`config.mk`:
```
export PLATFORM = sky130hd
export DESIGN_NAME = tracker_top
export DESIGN_NICKNAME = d
export VERILOG_FILES = /design/src/track_pkg.sv /design/src/tracker_top.sv /design/src/step_gen.sv /design/src/motor_ctrl.sv /design/src/steer_regs.sv /design/src/frame_analyzer.sv
export SDC_FILE = /design/constraint.sdc
export NUM_CORES = 1
export LEC_CHECK = 0
export BUFFER_PORTS_ARGS = -buffer_cell sky130_fd_sc_hd__buf_4
export CAP_MARGIN = 20
export CORE_UTILIZATION = 55
export CTS_CLUSTER_DIAMETER = 50
export DETAILED_ROUTE_END_ITERATION = 16
export PLACE_DENSITY = 0.72
export REMOVE_ABC_BUFFERS = 1
export SYNTH_ARGS = -nofsm -noshare
export SYNTH_HDL_FRONTEND = slang
export SYNTH_SLANG_ARGS = --single-unit
```
`constraint.sdc`:
```
create_clock -name rst -period 10.7 [get_ports rst]
set_input_delay 0.535 -clock rst [delete_from_list [all_inputs] [get_ports rst]]
set_output_delay 0.535 -clock rst [all_outputs]
set_load 0.005 [all_outputs]
```
`src/track_pkg.sv`:
```
/*
  tracker shared definitions
  pixel event, frame result, configuration and wheel command structs,
  register map and the reset values of the configuration
*/
`default_nettype none

package track_pkg;

  localparam int col_w = 10;  // pixel column field
  localparam int dps_w = 16;  // wheel speed, signed deg/s
  localparam int cnt_w = 16;  // object pixels per frame

  // one camera pixel event per cycle
  typedef struct packed {
    logic             vld;  // pixel strobe
    logic             obj;  // pixel belongs to the object
    logic [col_w-1:0] col;  // column of the pixel
    logic             eof;  // pulse after the last pixel of a frame
  } cam_pix_t;

  // reduced frame result
  typedef struct packed {
    logic [7:0] zones;  // bit 0 is the leftmost eighth
    logic [2:0] prox;   // bit 2 too close, 1:0 magnitude
  } frame_meas_t;

  typedef struct packed {
    logic                       en;
    logic [3:0][dps_w-1:0]      vel;  // vel[0] .. vel[3]
    logic [5:0][cnt_w-1:0]      thr;  // thr[0] .. thr[5], ascending
  } steer_cfg_t;

  typedef struct packed {
    logic signed [dps_w-1:0] left;
    logic signed [dps_w-1:0] rght;
  } motor_cmd_t;

  // write address map
  localparam logic [3:0] reg_ctrl = 4'd0;
  localparam logic [3:0] reg_vel0 = 4'd1;
  localparam logic [3:0] reg_vel1 = 4'd2;
  localparam logic [3:0] reg_vel2 = 4'd3;
  localparam logic [3:0] reg_vel3 = 4'd4;
  localparam logic [3:0] reg_thr0 = 4'd5;
  localparam logic [3:0] reg_thr1 = 4'd6;
  localparam logic [3:0] reg_thr2 = 4'd7;
  localparam logic [3:0] reg_thr3 = 4'd8;
  localparam logic [3:0] reg_thr4 = 4'd9;
  localparam logic [3:0] reg_thr5 = 4'd10;

  // reset values, highest index first
  localparam logic [3:0][dps_w-1:0] vel_dflt = {16'd200, 16'd100, 16'd50, 16'd25};
  localparam logic [5:0][cnt_w-1:0] thr_dflt =
    {16'd300, 16'd200, 16'd120, 16'd80, 16'd40, 16'd20};

endpackage

`default_nettype wire
```
`src/tracker_top.sv`:
```
/*
  tracker top level
  camera frame analyzer, configuration registers, motor controller
  and one step generator per wheel
*/
`default_nettype none

module tracker_top #(
  parameter int col_bits = 10,  // camera column bits
  parameter int nb_cnt   = 6,   // lost-target counter width
  parameter int acc_bits = 16   // step accumulator width
) (
  input  logic                  rst,    // clock
  input  logic                  clk,    // async reset, active high
  input  track_pkg::cam_pix_t   pix,
  input  logic                  wr,
  input  logic [3:0]            addr,
  input  logic [15:0]           wdata,
  output track_pkg::motor_cmd_t cmd,
  output logic                  step_left,
  output logic                  dir_left,
  output logic                  step_rght,
  output logic                  dir_rght
);

  track_pkg::steer_cfg_t  cfg;
  track_pkg::frame_meas_t meas;
  logic                   new_meas;

  frame_analyzer #(.col_bits(col_bits)) analyzer_i (
    .rst(rst), .clk(clk), .pix(pix), .cfg(cfg), .meas(meas), .new_meas(new_meas)
  );

  steer_regs regs_i (
    .rst(rst), .clk(clk), .wr(wr), .addr(addr), .wdata(wdata), .cfg(cfg)
  );

  motor_ctrl #(.nb_cnt(nb_cnt)) ctrl_i (
    .rst(rst), .clk(clk), .meas(meas), .new_meas(new_meas), .cfg(cfg), .cmd(cmd)
  );

  // left wheel
  step_gen #(.acc_bits(acc_bits)) step_left_i (
    .rst(rst), .clk(clk), .dps(cmd.left), .step(step_left), .dir(dir_left)
  );

  // right wheel
  step_gen #(.acc_bits(acc_bits)) step_rght_i (
    .rst(rst), .clk(clk), .dps(cmd.rght), .step(step_rght), .dir(dir_rght)
  );

endmodule

`default_nettype wire

```
`src/step_gen.sv`:
```
/*
  step generator
  phase accumulator driven by the absolute wheel speed,
  carry out gives a step pulse, sign gives the direction
*/
`default_nettype none

module step_gen #(
  parameter int acc_bits = 16  // phase accumulator width
) (
  input  logic                               rst,  // clock
  input  logic                               clk,  // async reset, active high
  input  logic signed [track_pkg::dps_w-1:0] dps,
  output logic                               step,
  output logic                               dir   // 1 backward
);

  // room for the carry even when the speed is wider than the accumulator
  localparam int sum_w = ((acc_bits > track_pkg::dps_w) ? acc_bits : track_pkg::dps_w) + 1;

  logic [track_pkg::dps_w-1:0] mag;  // |dps|, 16'h8000 reads as 32768
  logic [acc_bits-1:0]         acc;
  logic [sum_w-1:0]            sum;
  logic                        carry;

  assign mag   = dps[track_pkg::dps_w-1] ? -dps : dps;
  assign sum   = sum_w'(acc) + sum_w'(mag);
  assign carry = |sum[sum_w-1:acc_bits];  // at most one step per cycle

  always_ff @(posedge rst or posedge clk) begin
    if (clk) begin
      acc  <= '0;
      step <= 1'b0;
      dir  <= 1'b0;
    end else begin
      acc  <= sum[acc_bits-1:0];
      step <= carry;
      dir  <= dps[track_pkg::dps_w-1];
    end
  end

endmodule

`default_nettype wire

```
`src/motor_ctrl.sv`:
```
/*
  motor controller
  keeps the last valid zone mask and proximity, counts empty frames,
  and selects signed wheel speeds from the speed table
*/
`default_nettype none

module motor_ctrl #(
  parameter int nb_cnt = 6  // empty frames before the target is lost
) (
  input  logic                   rst,       // clock
  input  logic                   clk,       // async reset, active high
  input  track_pkg::frame_meas_t meas,
  input  logic                   new_meas,  // one-cycle strobe per frame
  input  track_pkg::steer_cfg_t  cfg,
  output track_pkg::motor_cmd_t  cmd
);

  logic [7:0]                     last_zones;  // last non-empty mask
  logic [2:0]                     last_prox;
  logic [nb_cnt-1:0]              cnt;         // empty frames in a row
  logic                           lost;
  logic                           tracking;
  logic signed [track_pkg::dps_w-1:0] mag;     // centered speed magnitude
  track_pkg::motor_cmd_t          cmd_nxt;

  assign tracking = |meas.zones;  // something in the frame
  assign lost     = &cnt;         // saturated counter

  always_ff @(posedge rst or posedge clk) begin
    if (clk) begin
      last_zones <= '0;
      last_prox  <= '0;
      cnt        <= '0;
    end else if (new_meas) begin
      if (tracking) begin
        last_zones <= meas.zones;
        last_prox  <= meas.prox;
        cnt        <= '0;
      end else if (!lost) begin
        cnt <= cnt + 1'b1;  // hold once all ones
      end
    end
  end

  // magnitude when centered, 0 means hold position
  always_comb begin
    case (last_prox[1:0])
      2'd1:    mag = cfg.vel[1];
      2'd2:    mag = cfg.vel[2];
      2'd3:    mag = cfg.vel[3];
      default: mag = '0;
    endcase
  end

  always_comb begin
    cmd_nxt = '0;
    if (cfg.en && !lost) begin
      if (last_zones[3] && last_zones[4]) begin
        // centered, backwards when too close
        cmd_nxt.left = last_prox[2] ? -mag : mag;
        cmd_nxt.rght = last_prox[2] ? -mag : mag;
      end else if (last_zones[3]) begin  // slightly left, turn with right wheel
        cmd_nxt.rght = cfg.vel[0];
      end else if (last_zones[2]) begin
        cmd_nxt.rght = cfg.vel[1];
      end else if (last_zones[1]) begin
        cmd_nxt.rght = cfg.vel[2];
      end else if (last_zones[0]) begin  // far left, fastest
        cmd_nxt.rght = cfg.vel[3];
      end else if (last_zones[4]) begin  // slightly right, left wheel
        cmd_nxt.left = cfg.vel[0];
      end else if (last_zones[5]) begin
        cmd_nxt.left = cfg.vel[1];
      end else if (last_zones[6]) begin
        cmd_nxt.left = cfg.vel[2];
      end else if (last_zones[7]) begin
        cmd_nxt.left = cfg.vel[3];
      end
    end
  end

  // registered command, one edge after the stored state
  always_ff @(posedge rst or posedge clk) begin
    if (clk) begin
      cmd <= '0;
    end else begin
      cmd <= cmd_nxt;
    end
  end

endmodule

`default_nettype wire

```
`src/steer_regs.sv`:
```
/*
  steering configuration registers
  write-only enable, speed table and proximity thresholds,
  loaded with the package defaults on reset
*/
`default_nettype none

module steer_regs (
  input  logic                  rst,    // clock
  input  logic                  clk,    // async reset, active high
  input  logic                  wr,     // write strobe
  input  logic [3:0]            addr,
  input  logic [15:0]           wdata,
  output track_pkg::steer_cfg_t cfg
);

  always_ff @(posedge rst or posedge clk) begin
    if (clk) begin
      cfg.en  <= 1'b0;                  // motors off until software enables
      cfg.vel <= track_pkg::vel_dflt;
      cfg.thr <= track_pkg::thr_dflt;
    end else if (wr) begin
      case (addr)
        track_pkg::reg_ctrl: begin
          cfg.en <= wdata[0];           // other ctrl bits not stored
        end
        track_pkg::reg_vel0: cfg.vel[0] <= wdata;
        track_pkg::reg_vel1: cfg.vel[1] <= wdata;
        track_pkg::reg_vel2: cfg.vel[2] <= wdata;
        track_pkg::reg_vel3: cfg.vel[3] <= wdata;
        // thresholds taken as written, ordering is up to software
        track_pkg::reg_thr0: cfg.thr[0] <= wdata;
        track_pkg::reg_thr1: cfg.thr[1] <= wdata;
        track_pkg::reg_thr2: cfg.thr[2] <= wdata;
        track_pkg::reg_thr3: cfg.thr[3] <= wdata;
        track_pkg::reg_thr4: cfg.thr[4] <= wdata;
        track_pkg::reg_thr5: cfg.thr[5] <= wdata;
        default: begin
          // unmapped address, write dropped
        end
      endcase
    end
  end

endmodule

`default_nettype wire

```
`src/frame_analyzer.sv`:
```
/*
  frame analyzer
  builds an 8-zone horizontal mask and an object pixel count over a frame,
  codes the count into a proximity value at end of frame
*/
`default_nettype none

module frame_analyzer #(
  parameter int col_bits = 10  // 3 to 10 significant column bits
) (
  input  logic                   rst,  // clock
  input  logic                   clk,  // async reset, active high
  input  track_pkg::cam_pix_t    pix,
  input  track_pkg::steer_cfg_t  cfg,
  output track_pkg::frame_meas_t meas,
  output logic                   new_meas
);

  logic [7:0]                  zone_acc;  // running mask of the frame
  logic [track_pkg::cnt_w-1:0] cnt_acc;   // object pixels so far
  logic [2:0]                  zone_idx;
  logic [2:0]                  prox_code;
  logic                        hit;

  // top three column bits select the eighth of the image
  assign zone_idx = pix.col[col_bits-1 -: 3];
  assign hit      = pix.vld & pix.obj;

  // count against the thresholds, few pixels means far away
  always_comb begin
    if (cnt_acc < cfg.thr[0]) begin
      prox_code = 3'b011;  // very far
    end else if (cnt_acc < cfg.thr[1]) begin
      prox_code = 3'b010;
    end else if (cnt_acc < cfg.thr[2]) begin
      prox_code = 3'b001;
    end else if (cnt_acc < cfg.thr[3]) begin
      prox_code = 3'b000;  // right distance, hold
    end else if (cnt_acc < cfg.thr[4]) begin
      prox_code = 3'b101;
    end else if (cnt_acc < cfg.thr[5]) begin
      prox_code = 3'b110;
    end else begin
      prox_code = 3'b111;  // much too close
    end
  end

  // accumulators, cleared by eof so the next frame can follow at once
  always_ff @(posedge rst or posedge clk) begin
    if (clk) begin
      zone_acc <= '0;
      cnt_acc  <= '0;
    end else if (pix.eof) begin
      zone_acc <= '0;
      cnt_acc  <= '0;
    end else if (hit) begin
      zone_acc[zone_idx] <= 1'b1;
      if (cnt_acc != '1) begin  // saturate
        cnt_acc <= cnt_acc + 1'b1;
      end
    end
  end

  // one-cycle strobe with the frame result
  always_ff @(posedge rst or posedge clk) begin
    if (clk) begin
      new_meas <= 1'b0;
    end else begin
      new_meas <= pix.eof;
    end
  end

  always_ff @(posedge rst) begin
    if (pix.eof) begin
      meas.zones <= zone_acc;
      meas.prox  <= prox_code;  // consumer only looks at it with new_meas
    end
  end

endmodule

`default_nettype wire

```
# Word level (Yosys, flattened, before mapping)
# Cells that the tools add are included.
# word_totals
ff_bits	282
in_bits	36
out_inout_bits	36
elab_cells	118
# classes
n_addsub	7
order_cmp	8
eq_ne	15
mux	32
n_bitwise	2
reduce_logical	25
# ops
operator	count
2-to-1 mux 16 bit	18
< comparator 16 bit	6
2-to-1 mux 32 bit	2
negation 16 bit	3
case mux 16 bit (3 select lines)	1
adder 16 x 16 -> 17 bit	2
AND reduction 2 bit	14
adder 16 x 1 -> 16 bit, second input constant	1
equality test 4 x 3 -> 1 bit, second input constant	4
2-to-1 mux 8 bit	2
inequality test 16 bit, second input constant	1
equality test 4 bit, second input constant	3
2-to-1 mux 6 bit	2
equality test 4 x 2 -> 1 bit, second input constant	2
OR 8 bit	1
OR reduction 8 bit	1
adder 6 x 1 -> 6 bit, second input constant	1
2-to-1 mux 2 bit	3
AND reduction 6 bit	1
equality test 2 bit, second input constant	2
equality test 4 x 1 -> 1 bit, second input constant	1
logical NOT 4 bit	1
< comparator 3 x 4 -> 1 bit, second input constant	1
nonzero test 2 bit	2
other kinds (10)	14

# Longest topological paths before layout
# Gate-level depths: netlist of the first run.
# logic_depth
word_depth	10
depth_mapped	14
depth_no_buf	14

# Hierarchy
# From an unflattened synthesis of the first run, not the netlist that was laid out.
# hier_totals
cells_unflattened	1642
area_unflattened_um2	16962.5
# modules_own_cells
module	instances	cells_per_inst	area_each_um2
steer_regs	1	372	6199.7
frame_analyzer	1	447	3793.6
motor_ctrl	1	450	3667.3
step_gen (step_left_i)	1	189	1664.1
step_gen (step_rght_i)	1	184	1637.8

# Least setup slack after synthesis of the first run
# OpenSTA, ideal clock, no wires.
# synth_path
path_type	reg-to-reg
start	register ctrl_i.cmd[21] (netlist name)
end	register step_left_i.step
setup_ps	118
t_arrival_ps	2995
required_time_ps	10582
path_slack_ps	7587
stages_incl_launch_ff	13
synth_period_minus_slack_ps	3113
cell_sequence	dfrtp_1 > or4_1 > or2_1 > or3_1 > nand2_1 > xnor2_1 > ha_1 > nand3_1 > nor2_1 > a211oi_1 > o31ai_1 > a221o_1 > a21o_1
# synth_between
elab_chain_len	3
# synth_lines
item	line_no	source
negation 16 bit	step_gen.sv:26	assign mag = dps[track_pkg::dps_w-1] ? -dps : dps;
2-to-1 mux 16 bit *	step_gen.sv:26	
adder 16 x 16 -> 17 bit *	step_gen.sv:27	assign sum = sum_w'(acc) + sum_w'(mag);
net step_left_i.sum[16]	step_gen.sv:23	logic [sum_w-1:0] sum;
to (signal assigned)	step_gen.sv:37	step <= carry;
to (decl)	step_gen.sv:14	output logic step,
# Mark *: on every way through the listed nets, which the timed path passes. The rest lies on a longest branch.
# A chain may end at the register's enable or synchronous reset.

# Worst setup path in the final report of the first run
# layout_path
start	register ctrl_i.cmd[21] (netlist name)
end	register step_left_i.step
# layout_between
elab_chain_len	3
# layout_lines
item	line_no
negation 16 bit	step_gen.sv:26
2-to-1 mux 16 bit *	step_gen.sv:26
adder 16 x 16 -> 17 bit *	step_gen.sv:27
net step_left_i.sum[16]	step_gen.sv:23
# Marked as above.

==> impl_table.tex, run 1 <==
\begin{tabular}{lr}
\hline
Metric & Value \\
\hline
\multicolumn{2}{l}{\textbf{Floorplanning}} \\
Placement Rows & 63 \\
Boundary Pins & 72 \\
Die Y-Extent & 175 µm \\
Horizontal die dimension & 175 µm \\
Initial cell density of the core & 55.7\% \\
Placeable Area & 0.0296 mm² \\
Overall die area & 0.0307 mm² \\
\multicolumn{2}{l}{\textbf{Yosys}} \\
Parity-gate share of the synthesized area counting xor and xnor cells & 4.15\% \\
Combinational family with the most area after synthesis & compound AO/OA/AOI/OAI gates \\
Simple logic cell fraction of the synthesized area & 13.0\% \\
Average cell area after synthesis & 9.65 µm² \\
Register area share after synthesis & 43.4\% \\
Fraction of registers with async set/reset & 96.1\% \\
Cell area after synthesis & 0.0165 mm² \\
Share of synthesized area spent on multiplexers & 7.18\% \\
Post-Synth Adder-Cell Area & 10.3\% \\
Synth Warn \# & 0 \\
Post-synth top cells & 242 x dfrtp\_1, 218 x nand2\_1, 147 x o21ai\_0, 133 x ha\_1, 120 x a21oi\_1 \\
Most instantiated flip-flop cell in the synthesis netlist & dfrtp\_1 \\
Number of storage elements in the synthesis netlist & 282 \\
Mapped Cells & 1,707 \\
Compound-Gate Fraction of Synth Area & 17.1\% \\
Number of enable-type register cells in the synthesized netlist & 11 \\
Count of different cell masters after synthesis & 78 \\
Post-synthesis cell type with the largest combined area & dfrtp\_1 \\
Biggest area contributors in the synthesized netlist & dfrtp\_1 37\%, ha\_1 10\%, mux2\_2 5.9\% \\
Portion of synthesized cell area occupied by the leading cell type & 36.8\% \\
Library cell with the highest instance count after synthesis & dfrtp\_1 \\
\multicolumn{2}{l}{\textbf{STA}} \\
Part of the cycle the worst path needs & 32.7\% \\
Worst slew slack as a fraction of its limit & 22.3\% \\
Total negative setup slack & 0 ns \\
RSZ-0062 raised after global routing & false \\
Final Hold Fails & 0 \\
Final critical-path required period & 3.50 ns \\
Maximum achievable frequency & 0.285 GHz \\
Least-Margin Pin Slew & 1.17 ns \\
Number of max-slew violations in the final report & 0 \\
Final worst hold slack & 0.150 ns \\
Maximum clock skew at final layout & 0.0208 ns \\
Total of endpoints with negative setup slack in the final report & 0 \\
\multicolumn{2}{l}{\textbf{Drt}} \\
Initial detailed-routing violation count & 727 \\
Post-detailed-route wirelength per cell & 18.4 µm \\
Number of vias per cell & 5.88 \\
Number of DRC violations after detailed routing & 0 \\
First-pass detailed-route iteration total & 5 \\
DRT Wirelength & 39,700 µm \\
Residual antenna-violating net count after detailed routing & 0 \\
Total vias in the final route & 12,700 \\
\multicolumn{2}{l}{\textbf{Worst setup path}} \\
Setup slack of the most critical reg-to-reg path & 7.20 ns \\
Type of the setup path with the least slack & reg2reg \\
Crit. End Element & flip-flop \\
Worst Path Required & 11.11 ns \\
Data arrival time at the worst-slack endpoint & 3.91 ns \\
Crit-path max FO & 6 \\
CP Launch Type & flip-flop \\
\multicolumn{2}{l}{\textbf{Global route}} \\
First-pass GRT wire length & 64,600 µm \\
Pin count of the biggest net entering global routing & 119 \\
Initial antenna violation count & 0 \\
Global Route Usage Sum & 26.4\% \\
Number of global-route vias before repair & 12,600 \\
Leftover overflow at the end of global routing & 0 \\
\multicolumn{2}{l}{\textbf{Power}} \\
Pwr Density & 207 mW/mm² \\
Power, Total & 3870 µW \\
Leakage power total & 0.00869 µW \\
Worst vdd ir & 0.129 mV \\
\multicolumn{2}{l}{\textbf{Clocking}} \\
Number of buffers added for setup after CTS & 0 \\
Clock buffer depth & 3 \\
Cells resized by post-CTS repair & 0 \\
Source-to-sink clock delay at the later pin of the worst-skew pair & 0.53 ns \\
Clock root buffer master & clkbuf\_16 \\
CTS sink cnt & 282 \\
CTS tree & built \\
Clk slew on worst S/H paths & 0.06 ns \\
Level count of the clock H-tree & 2 \\
Number of hold-repair buffers added at the cts stage & 0 \\
Number of buffers created by CTS & 38 \\
\multicolumn{2}{l}{\textbf{Min path}} \\
Class of the tightest hold or removal check & in2async \\
\multicolumn{2}{l}{\textbf{Placement}} \\
Cell Area, Placed & 0.0172 mm² \\
Post-DP HPWL & 27,200 µm \\
Weighted congestion reported at the end of routability-driven placement & 0.892 \\
Count of buffers inserted at the top-level ports & 64 \\
\multicolumn{2}{l}{\textbf{Final layout}} \\
Final core utilization & 63.0\% \\
Diode count & 0 \\
Filler cell count & 2,436 \\
Layout Nets & 1,910 \\
Final instance area & 0.0186 mm² \\
Area overhead of the layout relative to synthesis & 13.1\% \\
Share of post-route cells with drive strength above 1 & 17.0\% \\
\multicolumn{2}{l}{\textbf{Run status}} \\
Result of the run & finished clean \\
\multicolumn{2}{l}{\textbf{Run}} \\
Max Cap Violations & 0 \\
\hline
\end{tabular}
power breakdown:
group / switching, µW / internal (µW) / total [µW] / leakage, µW
registers: 165 / 1330 / 1490 / 0.00344
clock network: 504 / 819 / 1320 / 0.000653
logic: 587 / 465 / 1050 / 0.00459
total: 1260 / 2610 / 3870 / 0.00869
cell usage in the layout (no fill, tap or decap), drive strengths merged, types with 7 or more instances in the layout:
master / instances
a2111oi: 7
a211oi: 17
a21o: 31
a21oi: 120
a22oi: 7
a31oi: 11
and3: 9
and4: 9
buf: 80
clkbuf: 48
clkinv: 12
dfrtp: 242
dfstp: 29
edfxtp: 11
ha: 133
inv: 117
mux2: 87
mux2i: 20
nand2: 218
nand2b: 18
nand3: 28
nand3b: 13
nand4: 12
nor2: 101
nor2b: 10
nor3: 14
o211ai: 7
o21a: 9
o21ai: 157
o221a: 10
o2bb2ai: 13
o31ai: 14
o41ai: 7
xnor2: 58
xor2: 20
metal layers:
| layer | track usage, % | routed length (µm) |
|---|---|---|
| met5 | 0 | 0 |
| met4 | 10.4 | 1390 |
| met3 | 3.59 | 2100 |
| met2 | 46.2 | 19700 |
| met1 | 33.0 | 16600 |
critical path, stage by stage (launching register included):
cell and delay (ns):
dfrtp_1 0.46, or4_1 0.56, or2_1 0.24, or3_1 0.39, nand2_1 0.11, xnor2_1 0.15, ha_1 0.30, nand3_1 0.14
nor2_1 0.06, a211oi_1 0.23, o31ai_1 0.18, a221o_1 0.39, a21o_1 0.19
flip-flops by register name, indices dropped and copies added, names as in the netlist:
signal	count
analyzer_i.meas	11
ctrl_i.last_zones	8
ctrl_i.cmd	32
regs_i.cfg	161
ctrl_i.cnt	6
analyzer_i.cnt_acc	16
step_rght_i.dir	1
step_left_i.step	1
step_left_i.dir	1
step_rght_i.step	1
analyzer_i.zone_acc	8
analyzer_i.new_meas	1
step_rght_i.acc	16
step_left_i.acc	16
ctrl_i.last_prox	3
through the flow:
| step | setup WS, ns | instances |
|---|---|---|
| floorplan | 2.75 | 1619 |
| global placement | 7.33 | 2083 |
| detailed placement | 7.23 | 2083 |
| CTS | 7.21 | 2153 |
| global route | 7.02 | 2159 |
| finish | 7.20 | 2159 |
logic make-up after synthesis:
group / after synthesis
multiplexers: 107
AO/OA/AOI/OAI: 440
buffers and inverters: 202
flip-flops: 282
AND/OR/NAND/NOR: 463
XOR/XNOR: 78
adder cells (fa/ha/maj): 135
area by class of cell:
class | instances | area, µm² | area share, %
timing repair buffer | 80 | 663 | 3.56
clock inverter | 22 | 282 | 1.51
clock buffer | 48 | 1070 | 5.74
sequential | 282 | 7150 | 38.4
tap | 390 | 488 | 2.62
inverter | 114 | 435 | 2.34
multi-input combinational | 1223 | 8540 | 45.9
final timing paths:
| kind | end | cells after the start | startpoint |
|---|---|---|---|
| worst max-delay path | step_left_i.step | 12 | ctrl_i.cmd[21] |
| worst min-delay path | step_rght_i.acc[10] | 2 | clk |
| worst max register to register | step_left_i.step | 12 | ctrl_i.cmd[21] |
| worst min register to register | analyzer_i.meas[8] | 0 | analyzer_i.zone_acc[5] |
| max in group asynchronous | regs_i.cfg[16] | 5 | clk |
| min in group rst | analyzer_i.zone_acc[5] | 3 | pix[10] |
No activity file was read; power rests on OpenSTA's default activity.
==> run 2, diff against run 1 <==
clock period = 3.42 ns   (was 10.7 ns; I/O delays follow)
==> run 2 against run 1 <==
Sequential share of layout area fell by 0.65 points. Die area did not move. Hold slack got worse by 0.12 ns. Clock power rose to 3.1 times the previous value.
==> impl_table.tex, run 2 (synthesis gave the netlist of run 1 again) <==
\begin{tabular}{lr}
\hline
Metric & Value \\
\hline
\multicolumn{2}{l}{\textbf{Final layout}} \\
Final core utilization & 64.1\% (+1.1 points) \\
Diode count & 0 (unchanged) \\
Leading cell type in the layout, fill and taps excluded & dfrtp\_1 \\
Most frequent cells in the layout & 242 x dfrtp\_1, 218 x nand2\_1, 146 x o21ai\_0, 133 x ha\_1, 119 x a21oi\_1 \\
Top flop regs & regs\_i.cfg (161), ctrl\_i.cmd (32) \\
Layout Nets & 1,943 (+1.7\%) \\
Share of post-route cells with drive strength above 1 & 17.7\% (+0.75 points) \\
Final instance area & 0.0189 mm² (+1.7\%) \\
Area overhead of the layout relative to synthesis & 15.0\% \\
Largest register by flop count & regs\_i.cfg \\
Largest register FFs & 161 (unchanged) \\
\multicolumn{2}{l}{\textbf{Floorplanning}} \\
Overall die area & 0.0307 mm² (unchanged) \\
Initial cell density of the core & 55.7\% (unchanged) \\
Horizontal die dimension & 175 µm (unchanged) \\
Placeable Area & 0.0296 mm² (unchanged) \\
Placement Rows & 63 (unchanged) \\
Die Y-Extent & 175 µm (unchanged) \\
Boundary Pins & 72 (unchanged) \\
\multicolumn{2}{l}{\textbf{Clocking}} \\
Clock root buffer master & clkbuf\_16 \\
CTS tree & built \\
Source-to-sink clock delay at the later pin of the worst-skew pair & 0.53 ns (about the same) \\
Level count of the clock H-tree & 2 (unchanged) \\
Clk slew on worst S/H paths & 0.06 ns (about the same) \\
Clock buffer depth & 3 (unchanged) \\
Number of buffers created by CTS & 37 (-2.6\%) \\
CTS sink cnt & 282 (unchanged) \\
\multicolumn{2}{l}{\textbf{Global route}} \\
Leftover overflow at the end of global routing & 0 (unchanged) \\
First-pass GRT wire length & 64,800 µm (+0.32\%) \\
Number of global-route vias before repair & 12,600 (-0.12\%) \\
Global Route Usage Sum & 26.4\% (about the same) \\
Initial antenna violation count & 0 (unchanged) \\
Pin count of the biggest net entering global routing & 102 (-14\%) \\
\multicolumn{2}{l}{\textbf{Power}} \\
Int Power & 8220 µW (+220\%) \\
Leakage power total & 0.00884 µW (+1.7\%) \\
Net Sw Frac & 32.4\% (-0.11 points) \\
Worst vdd ir & 0.441 mV (+240\%) \\
Combinational fraction of design power & 28.5\% (+1.3 points) \\
Pwr Density & 642 mW/mm² (+210\%) \\
Power, Total & 12,200 µW (+210\%) \\
Switching power & 3940 µW (+210\%) \\
Fraction of power consumed by the clock network & 33.4\% (-0.8 points) \\
Sequential power share & 38.2\% (-0.4 points) \\
\multicolumn{2}{l}{\textbf{Placement}} \\
Cell Area, Placed & 0.0173 mm² (+0.87\%) \\
Count of buffers inserted at the top-level ports & 64 (unchanged) \\
Post-DP HPWL & 27,600 µm (+1.6\%) \\
Weighted congestion reported at the end of routability-driven placement & 0.930 (+4.3\%) \\
\multicolumn{2}{l}{\textbf{Worst setup path}} \\
Worst Path Required & 3.83 ns (-7.28 ns) \\
Highest-delay cell along the critical path & or4\_1 \\
Type of the setup path with the least slack & reg2reg \\
CP bufs+invs & 0 (unchanged) \\
Setup slack of the most critical reg-to-reg path & 0.16 ns (-7.04 ns) \\
Cell family with most CP delay & simple AND/OR/NAND/NOR gates \\
Crit. End Element & flip-flop \\
CP Launch Type & flip-flop \\
Crit-path cells & or4\_1, or2\_1, or3\_1, nand2\_1, xnor2\_1, ha\_1, nand3\_2, nor2\_1, a211oi\_2, o31ai\_2, a221o\_1, a21o\_1 \\
Data arrival time at the worst-slack endpoint & 3.68 ns (-0.23 ns) \\
Worst stage delay on the critical path & 0.53 ns (-0.03 ns) \\
Crit-path max FO & 5 (-1) \\
\multicolumn{2}{l}{\textbf{STA}} \\
Least-Margin Pin Slew & 0.963 ns (-0.203 ns) \\
Worst slew slack as a fraction of its limit & 35.8\% (+14 points) \\
Total of endpoints with negative setup slack in the final report & 0 (unchanged) \\
Maximum clock skew at final layout & 0.0198 ns (-0.00103 ns) \\
Final critical-path required period & 3.26 ns (-0.240 ns) \\
Number of max-slew violations in the final report & 0 (unchanged) \\
Part of the cycle the worst path needs & 95.5\% (+63 points) \\
Total negative setup slack & 0 ns (unchanged) \\
Maximum achievable frequency & 0.306 GHz (+7.3\%) \\
Final Hold Fails & 0 (unchanged) \\
\multicolumn{2}{l}{\textbf{Drt}} \\
Number of DRC violations after detailed routing & 0 (unchanged) \\
Total vias in the final route & 12,800 (+0.68\%) \\
Residual antenna-violating net count after detailed routing & 0 (unchanged) \\
First-pass detailed-route iteration total & 5 (unchanged) \\
Number of vias per cell & 5.84 (-0.79\%) \\
DRT Wirelength & 39,600 µm (-0.36\%) \\
Initial detailed-routing violation count & 790 (+8.7\%) \\
Post-detailed-route wirelength per cell & 18.1 µm (-1.8\%) \\
\multicolumn{2}{l}{\textbf{Run}} \\
Max Cap Violations & 0 (unchanged) \\
\multicolumn{2}{l}{\textbf{Min path}} \\
Class of the tightest hold or removal check & in2reg \\
\multicolumn{2}{l}{\textbf{Run status}} \\
Result of the run & finished clean \\
\hline
\end{tabular}
## run 2: area by class of cell
cell class / count / area, µm²
Inverter: 114 / 435
Fill cell: 2315 / 10600
Multi-Input combinational cell: 1223 / 8590
Clock inverter: 24 / 290
Timing Repair Buffer: 114 / 983
Clock buffer: 44 / 1010
Tap cell: 390 / 488
Sequential cell: 282 / 7150
## run 2: repair_timing
item,in CTS,in global routing
hold buffers,20,0
hold endpoints to repair,186,0
resized for setup,0,11
setup buffers,0,3
endpoints found under the setup margin,0,9
## run 2: power groups by stage
stage | sequential (µW) | combinational [µW] | clock (µW)
floorplan | 4580 | 2450 | 0
global placement | 4660 | 3150 | 0
detailed placement | 4700 | 3270 | 0
CTS | 4650 | 3320 | 4120
global route | 4730 | 3880 | 4280
finish | 4640 | 3460 | 4060
## run 2: final timing paths
| check | start | endpoint | cells after the start |
|---|---|---|---|
| setup / recovery | ctrl_i.cmd[22] | step_left_i.step | 12 |
| min in group asynchronous | clk | step_rght_i.acc[10] | 3 |
| hold reg to reg | analyzer_i.meas[1] | ctrl_i.last_prox[1] | 2 |
| hold / removal | wdata[0] | regs_i.cfg[160] | 2 |
| setup reg to reg | ctrl_i.cmd[22] | step_left_i.step | 12 |
| max in group asynchronous | clk | regs_i.cfg[88] | 4 |
## run 2: stage by stage
step,cells,setup WS [ns],hold WS (ns)
floorplan,1619,-4.17,0.202
global placement,2098,0.186,0.356
detailed placement,2098,0.0604,0.358
CTS,2186,0.00912,0.0145
global route,2191,-0.0255,0.0323
finish,2191,0.156,0.0255
## run 2: layer usage
metal	part of all wire [%]	up-vias	track usage (%)
met5	0	-	0
met4	4.4	0	11.9
met3	4.7	104	3.42
met2	48	368	44.8
met1	43	6189	33.8
li1	-	6131	-
## run 2: worst reg2reg max path, stage by stage (launching register included)
cell and delay (ns):
dfrtp_1 0.43, or4_1 0.53, or2_1 0.24, or3_1 0.35, nand2_1 0.10, xnor2_1 0.15, ha_1 0.31, nand3_2 0.11
nor2_1 0.07, a211oi_2 0.21, o31ai_2 0.12, a221o_1 0.36, a21o_1 0.18
